$ cat config.mk
export PLATFORM = sky130hd
export DESIGN_NAME = bit_dot16
export DESIGN_NICKNAME = d
export VERILOG_FILES = /design/src/source/dot_pkg.sv /design/src/source/brick_decode.sv /design/src/source/brick_blade.sv /design/src/source/blade_array.sv /design/src/source/shift_add.sv /design/src/source/bit_dot16.sv
export SDC_FILE = /design/constraint.sdc
export NUM_CORES = 2
export LEC_CHECK = 0
export BUFFER_PORTS_ARGS = -buffer_cell sky130_fd_sc_hd__buf_2
export CAP_MARGIN = 20
export CORE_UTILIZATION = 54
export CTS_BUF_LIST = sky130_fd_sc_hd__clkbuf_8
export CTS_CLUSTER_SIZE = 20
export DETAILED_ROUTE_END_ITERATION = 7
export GPL_TIMING_DRIVEN = 0
export PLACE_DENSITY = 0.7
export SETUP_SLACK_MARGIN = 0.05
export SYNTH_ARGS = -nofsm -noshare
export SYNTH_HDL_FRONTEND = slang
export SYNTH_HIERARCHICAL = 1
export SYNTH_SLANG_ARGS = --single-unit
$ cat constraint.sdc
create_clock -name clk -period 9 [get_ports clk]
set_input_delay 0.9 -clock clk [delete_from_list [all_inputs] [get_ports clk]]
set_output_delay 0.9 -clock clk [all_outputs]
set_load 0.01 [all_outputs]
$ cat src/source/dot_pkg.sv
// widths fixed at 16 lanes of 8-bit operands; every result is exact in 22 bits
`default_nettype none

package dot_pkg;

  // lane and operand geometry
  localparam int lane_count    = 16;
  localparam int operand_width = 8;
  localparam int brick_width   = 2;
  localparam int plane_count   = operand_width / brick_width;
  localparam int blade_count   = plane_count * plane_count;

  // one extra bit per brick for the sign of a top brick
  localparam int ext_width = brick_width + 1;

  // signed 3x3 product ranges from -6 to 9
  localparam int prod_width = 2 * ext_width;

  // sixteen products per blade need four more bits
  localparam int blade_sum_width = prod_width + 4;

  // full signed dot product
  localparam int dot_width = 22;

  // which operands are signed
  typedef enum logic [1:0] {
    mode_uu = 2'b00,
    mode_us = 2'b01,
    mode_su = 2'b10,
    mode_ss = 2'b11
  } dot_mode_e;

  // sixteen operand pairs taken in one cycle
  typedef struct packed {
    logic [lane_count-1:0][operand_width-1:0] a;
    logic [lane_count-1:0][operand_width-1:0] b;
  } lane_ops_t;

  // one brick after extension
  typedef logic [ext_width-1:0] ext_brick_t;

  // the same brick position across all lanes
  typedef ext_brick_t [lane_count-1:0] brick_plane_t;

  // plane 0 holds bits 1:0, plane 3 holds bits 7:6
  typedef struct packed {
    brick_plane_t [plane_count-1:0] a_planes;
    brick_plane_t [plane_count-1:0] b_planes;
  } brick_planes_t;

  // registered output of one blade
  typedef logic signed [blade_sum_width-1:0] blade_sum_t;

  // index is a plane times four plus b plane
  typedef blade_sum_t [blade_count-1:0] blade_sums_t;

endpackage

`default_nettype wire

$ cat src/source/brick_decode.sv
// combinational; only the top brick of an operand marked signed by the mode is sign-extended
`default_nettype none

module brick_decode (
  input  wire dot_pkg::lane_ops_t     ops,
  input  wire dot_pkg::dot_mode_e     mode,
  output dot_pkg::brick_planes_t      planes
);

  import dot_pkg::*;

  logic a_signed;
  logic b_signed;

  // copy the brick msb up only when asked
  function automatic ext_brick_t ext_brick(
    input logic [brick_width-1:0] brick,
    input logic                   sign_ext
  );
    return {sign_ext & brick[brick_width-1], brick};
  endfunction

  // mode bit 1 marks a, bit 0 marks b
  assign a_signed = (mode == mode_su) || (mode == mode_ss);
  assign b_signed = (mode == mode_us) || (mode == mode_ss);

  always_comb begin
    planes = '0;
    for (int p = 0; p < plane_count; p++) begin
      for (int l = 0; l < lane_count; l++) begin
        planes.a_planes[p][l] = ext_brick(
          ops.a[l][p*brick_width +: brick_width],
          a_signed && (p == plane_count - 1)
        );
        planes.b_planes[p][l] = ext_brick(
          ops.b[l][p*brick_width +: brick_width],
          b_signed && (p == plane_count - 1)
        );
      end
    end
  end

endmodule

`default_nettype wire

$ cat src/source/brick_blade.sv
// one brick plane pair; sum range is -96 to 144 and is registered with one cycle of latency
`default_nettype none

module brick_blade (
  input  wire                                      clk,
  input  wire                                      rst_n,
  input  wire dot_pkg::brick_plane_t               a_plane,
  input  wire dot_pkg::brick_plane_t               b_plane,
  output logic signed [dot_pkg::blade_sum_width-1:0] blade_sum
);

  import dot_pkg::*;

  // per-lane brick products
  logic signed [prod_width-1:0] prod [lane_count];

  // adder tree grows one bit per level
  logic signed [prod_width:0]   sum_l1 [lane_count/2];
  logic signed [prod_width+1:0] sum_l2 [lane_count/4];
  logic signed [prod_width+2:0] sum_l3 [lane_count/8];
  logic signed [blade_sum_width-1:0] sum_all;

  for (genvar k = 0; k < lane_count; k++) begin : g_lane
    logic signed [ext_width-1:0] a_brick;
    logic signed [ext_width-1:0] b_brick;

    assign a_brick = a_plane[k];
    assign b_brick = b_plane[k];

    // zero-extended bricks stay positive, top signed bricks may go negative
    assign prod[k] = a_brick * b_brick;
  end

  always_comb begin
    for (int n = 0; n < lane_count/2; n++) begin
      sum_l1[n] = prod[2*n] + prod[2*n+1];
    end
    for (int n = 0; n < lane_count/4; n++) begin
      sum_l2[n] = sum_l1[2*n] + sum_l1[2*n+1];
    end
    for (int n = 0; n < lane_count/8; n++) begin
      sum_l3[n] = sum_l2[2*n] + sum_l2[2*n+1];
    end
    sum_all = sum_l3[0] + sum_l3[1];
  end

  always_ff @(posedge clk or negedge rst_n) begin
    if (!rst_n) begin
      blade_sum <= '0;
    end else begin
      blade_sum <= sum_all;
    end
  end

endmodule

`default_nettype wire

$ cat src/source/blade_array.sv
// all sixteen plane pairs in regular order; blade index is a plane times four plus b plane
`default_nettype none

module blade_array (
  input  wire                         clk,
  input  wire                         rst_n,
  input  wire dot_pkg::brick_planes_t planes,
  output dot_pkg::blade_sums_t        sums
);

  import dot_pkg::*;

  blade_sum_t blade_q [blade_count];

  for (genvar i = 0; i < plane_count; i++) begin : g_a_plane
    for (genvar j = 0; j < plane_count; j++) begin : g_b_plane
      brick_blade u_blade (
        .clk       (clk),
        .rst_n     (rst_n),
        .a_plane   (planes.a_planes[i]),
        .b_plane   (planes.b_planes[j]),
        .blade_sum (blade_q[i*plane_count + j])
      );
    end
  end

  // gather into the packed bundle for the result stage
  always_comb begin
    for (int k = 0; k < blade_count; k++) begin
      sums[k] = blade_q[k];
    end
  end

endmodule

`default_nettype wire

$ cat src/source/shift_add.sv
// blade weights follow from the index alone; output is 22-bit two's complement one cycle late
`default_nettype none

module shift_add (
  input  wire                              clk,
  input  wire                              rst_n,
  input  wire dot_pkg::blade_sums_t        sums,
  output logic [dot_pkg::dot_width-1:0]    dot
);

  import dot_pkg::*;

  // each blade sum after sign extension and weighting
  logic signed [dot_width-1:0] weighted [blade_count];
  logic signed [dot_width-1:0] total;

  for (genvar i = 0; i < plane_count; i++) begin : g_a_plane
    for (genvar j = 0; j < plane_count; j++) begin : g_b_plane
      localparam int blade_idx = i*plane_count + j;
      localparam int shift     = brick_width * (i + j);

      logic signed [dot_width-1:0] ext_sum;

      assign ext_sum = {
        {(dot_width - blade_sum_width){sums[blade_idx][blade_sum_width-1]}},
        sums[blade_idx]
      };

      // bricks i and j sit at bit 2i and 2j
      assign weighted[blade_idx] = ext_sum <<< shift;
    end
  end

  // the exact sum of sixteen products always fits in 22 bits
  always_comb begin
    total = '0;
    for (int k = 0; k < blade_count; k++) begin
      total = total + weighted[k];
    end
  end

  always_ff @(posedge clk or negedge rst_n) begin
    if (!rst_n) begin
      dot <= '0;
    end else begin
      dot <= total;
    end
  end

endmodule

`default_nettype wire

$ cat src/source/bit_dot16.sv
// two-cycle fixed latency, one operand set per cycle, no handshake; dot reads 0 until data arrives
`default_nettype none

module bit_dot16 (
  input  wire                           clk,
  input  wire                           rst_n,
  input  wire dot_pkg::lane_ops_t       ops,
  input  wire dot_pkg::dot_mode_e       mode,
  output logic [dot_pkg::dot_width-1:0] dot
);

  import dot_pkg::*;

  brick_planes_t planes;
  blade_sums_t   sums;

  // mode is consumed in the same cycle as its operands
  brick_decode u_decode (
    .ops    (ops),
    .mode   (mode),
    .planes (planes)
  );

  // first register stage
  blade_array u_blades (
    .clk    (clk),
    .rst_n  (rst_n),
    .planes (planes),
    .sums   (sums)
  );

  // second register stage
  shift_add u_result (
    .clk   (clk),
    .rst_n (rst_n),
    .sums  (sums),
    .dot   (dot)
  );

endmodule

`default_nettype wire

## Yosys cells after proc, flatten, opt, wreduce, memory -nomap -nowiden

Index checks and enable logic that the tools add are counted.

- Register bits: 164
- Bits in latches: 0
- Memory bits (writable): 0
- Bits in read-only memories: 0
- Bits of input ports: 260
- Output and inout port bits: 22
- Word-level logic and storage cells: 565
- Memories: 0

- Add/subtract/negate cells: 255
- Multipliers: 256
- Divide/modulo/power cells: 0
- Magnitude comparators: 0
- Eq/ne operators: 3
- Shift-type cells: 0
- Muxes and demuxes: 0
- Bitwise operators: 32
- Reductions and logical operators: 2

Operators with widths:

| operator | count |
|---|---|
| 3-bit by 3-bit multiplier with 6-bit output | 112 |
| 2-bit by 2-bit multiplier with 4-bit output | 144 |
| 6-bit by 6-bit adder with 7-bit output | 74 |
| 4-bit by 4-bit adder with 5-bit output | 72 |
| 7-bit by 7-bit adder with 8-bit output | 37 |
| 5-bit by 5-bit adder with 6-bit output | 36 |
| 8-bit by 8-bit adder with 9-bit output | 14 |
| 9-bit by 9-bit adder with 10-bit output | 7 |
| 22-bit by 20-bit adder with 22-bit output | 2 |
| 1-bit AND | 32 |
| 21-bit by 13-bit adder with 22-bit output | 1 |
| 22-bit by 15-bit adder with 22-bit output | 1 |
| 22-bit by 16-bit adder with 22-bit output | 1 |
| 22-bit by 17-bit adder with 22-bit output | 1 |
| 22-bit by 18-bit adder with 22-bit output | 1 |
| 22-bit adder | 1 |
| 20-bit by 18-bit adder with 21-bit output | 1 |
| 19-bit by 15-bit adder with 20-bit output | 1 |
| 18-bit by 13-bit adder with 19-bit output | 1 |
| 17-bit by 11-bit adder with 18-bit output | 1 |
| 14-bit by 16-bit adder with 17-bit output | 1 |
| 11-bit by 12-bit adder with 13-bit output | 1 |
| 8-bit by 10-bit adder with 11-bit output | 1 |
| 2-bit == test, second input constant | 2 |
| 2 further kinds | 3 |

## Longest topological paths before layout

- Depth after elaboration: 15
- Depth in mapped cells: 27
- Depth with buffers taken out: 27

## By module

The synthesis kept the hierarchy.

By module, submodules not included:

| module | times used | cells each | area each (µm²) | sequential area each (µm²) |
|---|---|---|---|---|
| brick_blade at u_blades.g_a_plane[1].g_b_plane[0].u_blade ... | 10 | 801 | 8010.2 | 250.2 |
| brick_blade at u_blades.g_a_plane[0].g_b_plane[0].u_blade ... | 3 | 815 | 8051.5 | 250.2 |
| brick_blade at u_blades.g_a_plane[0].g_b_plane[1].u_blade | 1 | 815 | 8054.0 | 250.2 |
| brick_blade at u_blades.g_a_plane[3].g_b_plane[3].u_blade | 1 | 801 | 8012.7 | 250.2 |
| brick_blade at u_blades.g_a_plane[3].g_b_plane[2].u_blade | 1 | 801 | 8007.7 | 250.2 |
| shift_add | 1 | 541 | 5770.5 | 550.5 |
| brick_decode | 1 | 387 | 2901.5 | 0.0 |

## Worst setup path after synthesis

OpenSTA, ideal clock, no wires.

- Path kind: in2reg
- Start point: input port mode[0]
- End point: register u_blades/g_a_plane[0].g_b_plane[3].u_blade/blade_sum[8] (netlist name)
- Library setup time: 0.080 ns
- Arrival: 7.692 ns
- Required time: 8.920 ns
- Setup slack: 1.228 ns
- Cell stages on the path: 24
- Path buffers: 1
- Path through: buf_6 > and2_2 > nand2b_1 > fa_1 > fa_1 > inv_1 > fa_1 > inv_1 > fa_1 > inv_1 > fa_1 > fa_1 > fa_1 > inv_1 > fa_1 > fa_1 > inv_1 > ha_1 > a21o_1 > a21oi_2 > o21ai_1 > or4_1 > o311ai_1 > xnor2_1

RTL lines:

| what | line | RTL |
|---|---|---|
| from (decl) | bit_dot16.sv:8 | `input wire dot_pkg::dot_mode_e mode,` |
| to (signal assigned) | brick_blade.sv:51 | `blade_sum <= sum_all;` |
| to (decl) | brick_blade.sv:9 | `output logic signed [dot_pkg::blade_sum_width-1:0] blade_sum` |

==> flow_summary.ini <==
[placed_design]
gp_congestion = 0.994
hpwl_um = 372000
port_buffers = 57
placedInstanceArea_um2 = 142000

[synthesis]
async_reset_ff_share_pct = 100
yosys_warnings = 6
synth_seq_cells = 182
yosys.area.top_type = fa_1
synth_cells = 13800
yosysMostFrequentCell = inv_1
synth_area_um2 = 137000
synth_edf_count = 0
synth_top_cell_area_share_pct = 56.5
seq_area_frac_synth_pct = 3.32
yosys-top-cells-area = fa_1 (56%), inv_1 (14%), ha_1 (10%)
synth_common_cells = inv_1 (4939), fa_1 (3865), ha_1 (1106)
ys_types = 43
syn_avg_cell_area_um2 = 9.93
synth_top_flop_cell = dfrtp_1

[cells_and_area]
drive_above_1_share_pct = 4.70
layout.nets = 19209
design_area_um2 = 143000
area_growth_pct = 4.11
fillers = 22268

[floorplanning]
die_w_um = 506
fp.coreArea_um2 = 252000
num_rows = 184
start_util_pct = 54.4
die_area_um2 = 256000
design.portCount = 282
dieHeight_um = 506

[setup_path]
max_stage_delay_ps = 760
cp_slowest_cell = and2_2
ff2ff_setup_slack_ps = 610
crit_type = primary input to flip-flop
path_max_fanout = 16
critPathLaunchType = primary input
crit_path_cell_trace = buf_2 -> and2_2 -> nand2_1 -> inv_1 -> fa_1 -> fa_1 -> inv_1 -> fa_1 -> fa_1 -> inv_1 -> fa_1 -> fa_1 -> fa_1 -> fa_1 -> inv_1 -> fa_1 -> inv_1 -> ha_1 -> nor2b_1 -> o21ai_0 -> a21boi_0 -> o21ai_0 -> a21oi_1 -> xnor2_2
cp_common_cell = fa_1
critical_path_required_ps = 9500
cp.arrival_ps = 9200
endpoint_kind = flip-flop
r2r-end = u_result/dot[19]
rr_worst_depth = 24

[outcome]
outcome = complete, no violations

[routing]
dr.pass1.iters = 6
antenna_left = 0
drtIter0Drc = 8819
via_per_inst = 5.27
met3WireLength_um = 56600
post_drt_wl_per_cell_um = 26.8
via_count = 91765
route.detailed.drc = 0
wl_met2_um = 201000
topRoutingLayerUsed = met5
wl_met1_um = 168000
drt_wl_total_um = 467000

[hold_path]
min_path_cells = 0
min_path_type = flip-flop to flip-flop
hold_end = u_result/dot[0]

[cts]
clkLatencyLatePin_ps = 670
max-clock-path-buffers = 2
cts-root-buf = clkbuf_8
clock-sinks = 182
cts_buffers = 17
cts_max_level = 4
cts_tree = built
path_clk_slew_ps = 130

[grt]
grt_antenna_before_repair = 141
grt.overflow.total = 0
first_global_vias = 98881
grt_pass1_wl_um = 670000
grt_max_degree = 88
track_usage_pct = 37.9

[run]
max_cap_violations = 0

[timing]
period_share_pct = 96.6
slew_violations = 0
rsz0062_at_grt = false
slew_headroom_pct = 12.6
hold_viol_final = 0
tightest_slew_ps = 1300
setup_violations = 0
fin_crit_ps = 8690
maxClockFrequency_ghz = 0.115
clock_skew_ps = 27.6
worst max-delay path: cells and delay by family:
kind | cells | cell delay, ps
XOR/XNOR | 1 | 510
adder cells (fa/ha/maj) | 10 | 4740
AND/OR/NAND/NOR | 3 | 1340
buffers and inverters | 6 | 550
AO/OA/AOI/OAI | 4 | 1140
registers in the layout, indices dropped and copies added, names as in the netlist:
register	cells
u_result/dot	22
u_blades/g_a_plane.g_b_plane.u_blade/blade_sum	160
cells in the final DEF, fill, tap and decap left out, types with 3 or more instances in the layout:
master / instances
inv_1: 4939
fa_1: 3865
ha_1: 1106
and2_1: 1010
nand2_1: 616
buf_4: 352
xnor2_1: 268
nand2b_1: 256
nor2_1: 201
nor2b_1: 188
dfrtp_1: 182
clkbuf_1: 132
o21ai_0: 116
conb_1: 112
mux2_2: 108
xor2_1: 85
diode_2: 81
o21bai_1: 65
a21oi_1: 60
buf_2: 56
or2_2: 49
and2_2: 29
o21ai_1: 25
a21o_1: 23
nor3_1: 18
clkbuf_8: 17
a21oi_2: 17
or4_1: 16
o311ai_1: 16
a21boi_0: 13
clkinv_8: 5
inv_8: 4
a21boi_1: 4
o21a_1: 4
inv_6: 3
buf_16: 3
nand3_1: 3
o211ai_1: 3
how the worst max path moves through the flow:
stage                  from        end  slack, ps  cells past startpoint
detailed placement  mode[1]  flip-flop       -770                     25
floorplan           mode[0]  flip-flop       1230                     24
CTS                 mode[1]  flip-flop        250                     25
global placement    mode[1]  flip-flop      -1360                     25
finish              mode[1]  flip-flop        310                     24
global route        mode[1]  flip-flop        250                     24
metal layers:
layer / GRT usage, % / up-vias
met1: 47.3 / 47058
li1: - / 38127
met3: 12.4 / 1315
met2: 55.5 / 5219
met4: 27.2 / 46
met5: 0 / -
layout make-up:
| type | instances | area (µm²) | area share (%) |
|---|---|---|---|
| repair buffers | 64 | 443 | 0.311 |
| flip-flops and latches | 182 | 4550 | 3.19 |
| clock buffers | 17 | 234 | 0.164 |
| plain buffers | 486 | 3160 | 2.22 |
| diodes | 81 | 203 | 0.142 |
| clock inverters | 15 | 190 | 0.133 |
| multi-input cells | 8288 | 111000 | 77.9 |
| inverters | 4939 | 18500 | 13.0 |
| well taps | 3348 | 4190 | 2.94 |
what timing repair did:
item,in CTS,in global routing
resized for setup,1,1
setup buffers,0,0
gates cloned,0,0
hold buffers,1,0
hold endpoints to repair,16,0
endpoints found under the setup margin,1,1
kinds of logic after synthesis:
logic type      after synthesis  share of synthesized area (%)
buf+inv                    5425                           15.8
xor+xnor                    355                           2.28
simple gates               2389                           9.44
flops                       182                           3.32
compound gates              353                           1.61
other cells                  17                         0.0466
mux                         108                          0.888
fa+ha+maj                  4971                           66.6
stage by stage:
stage	utilization, %	hold slack (ps)	setup slack (ps)	std cells	setup TNS, ps
after detailed placement	56.4	339	-770	17306	-1290
after global placement	56.3	339	-1360	17300	-5730
after floorplan	-	331	1230	13895	0
after CTS	56.5	374	248	17339	0
final	56.6	371	306	17420	0
after global routing	56.6	381	252	17369	0
Power is left out: the tool's default activity adds up to more than one toggle a clock period on the data nets, which glitch-free logic cannot reach.
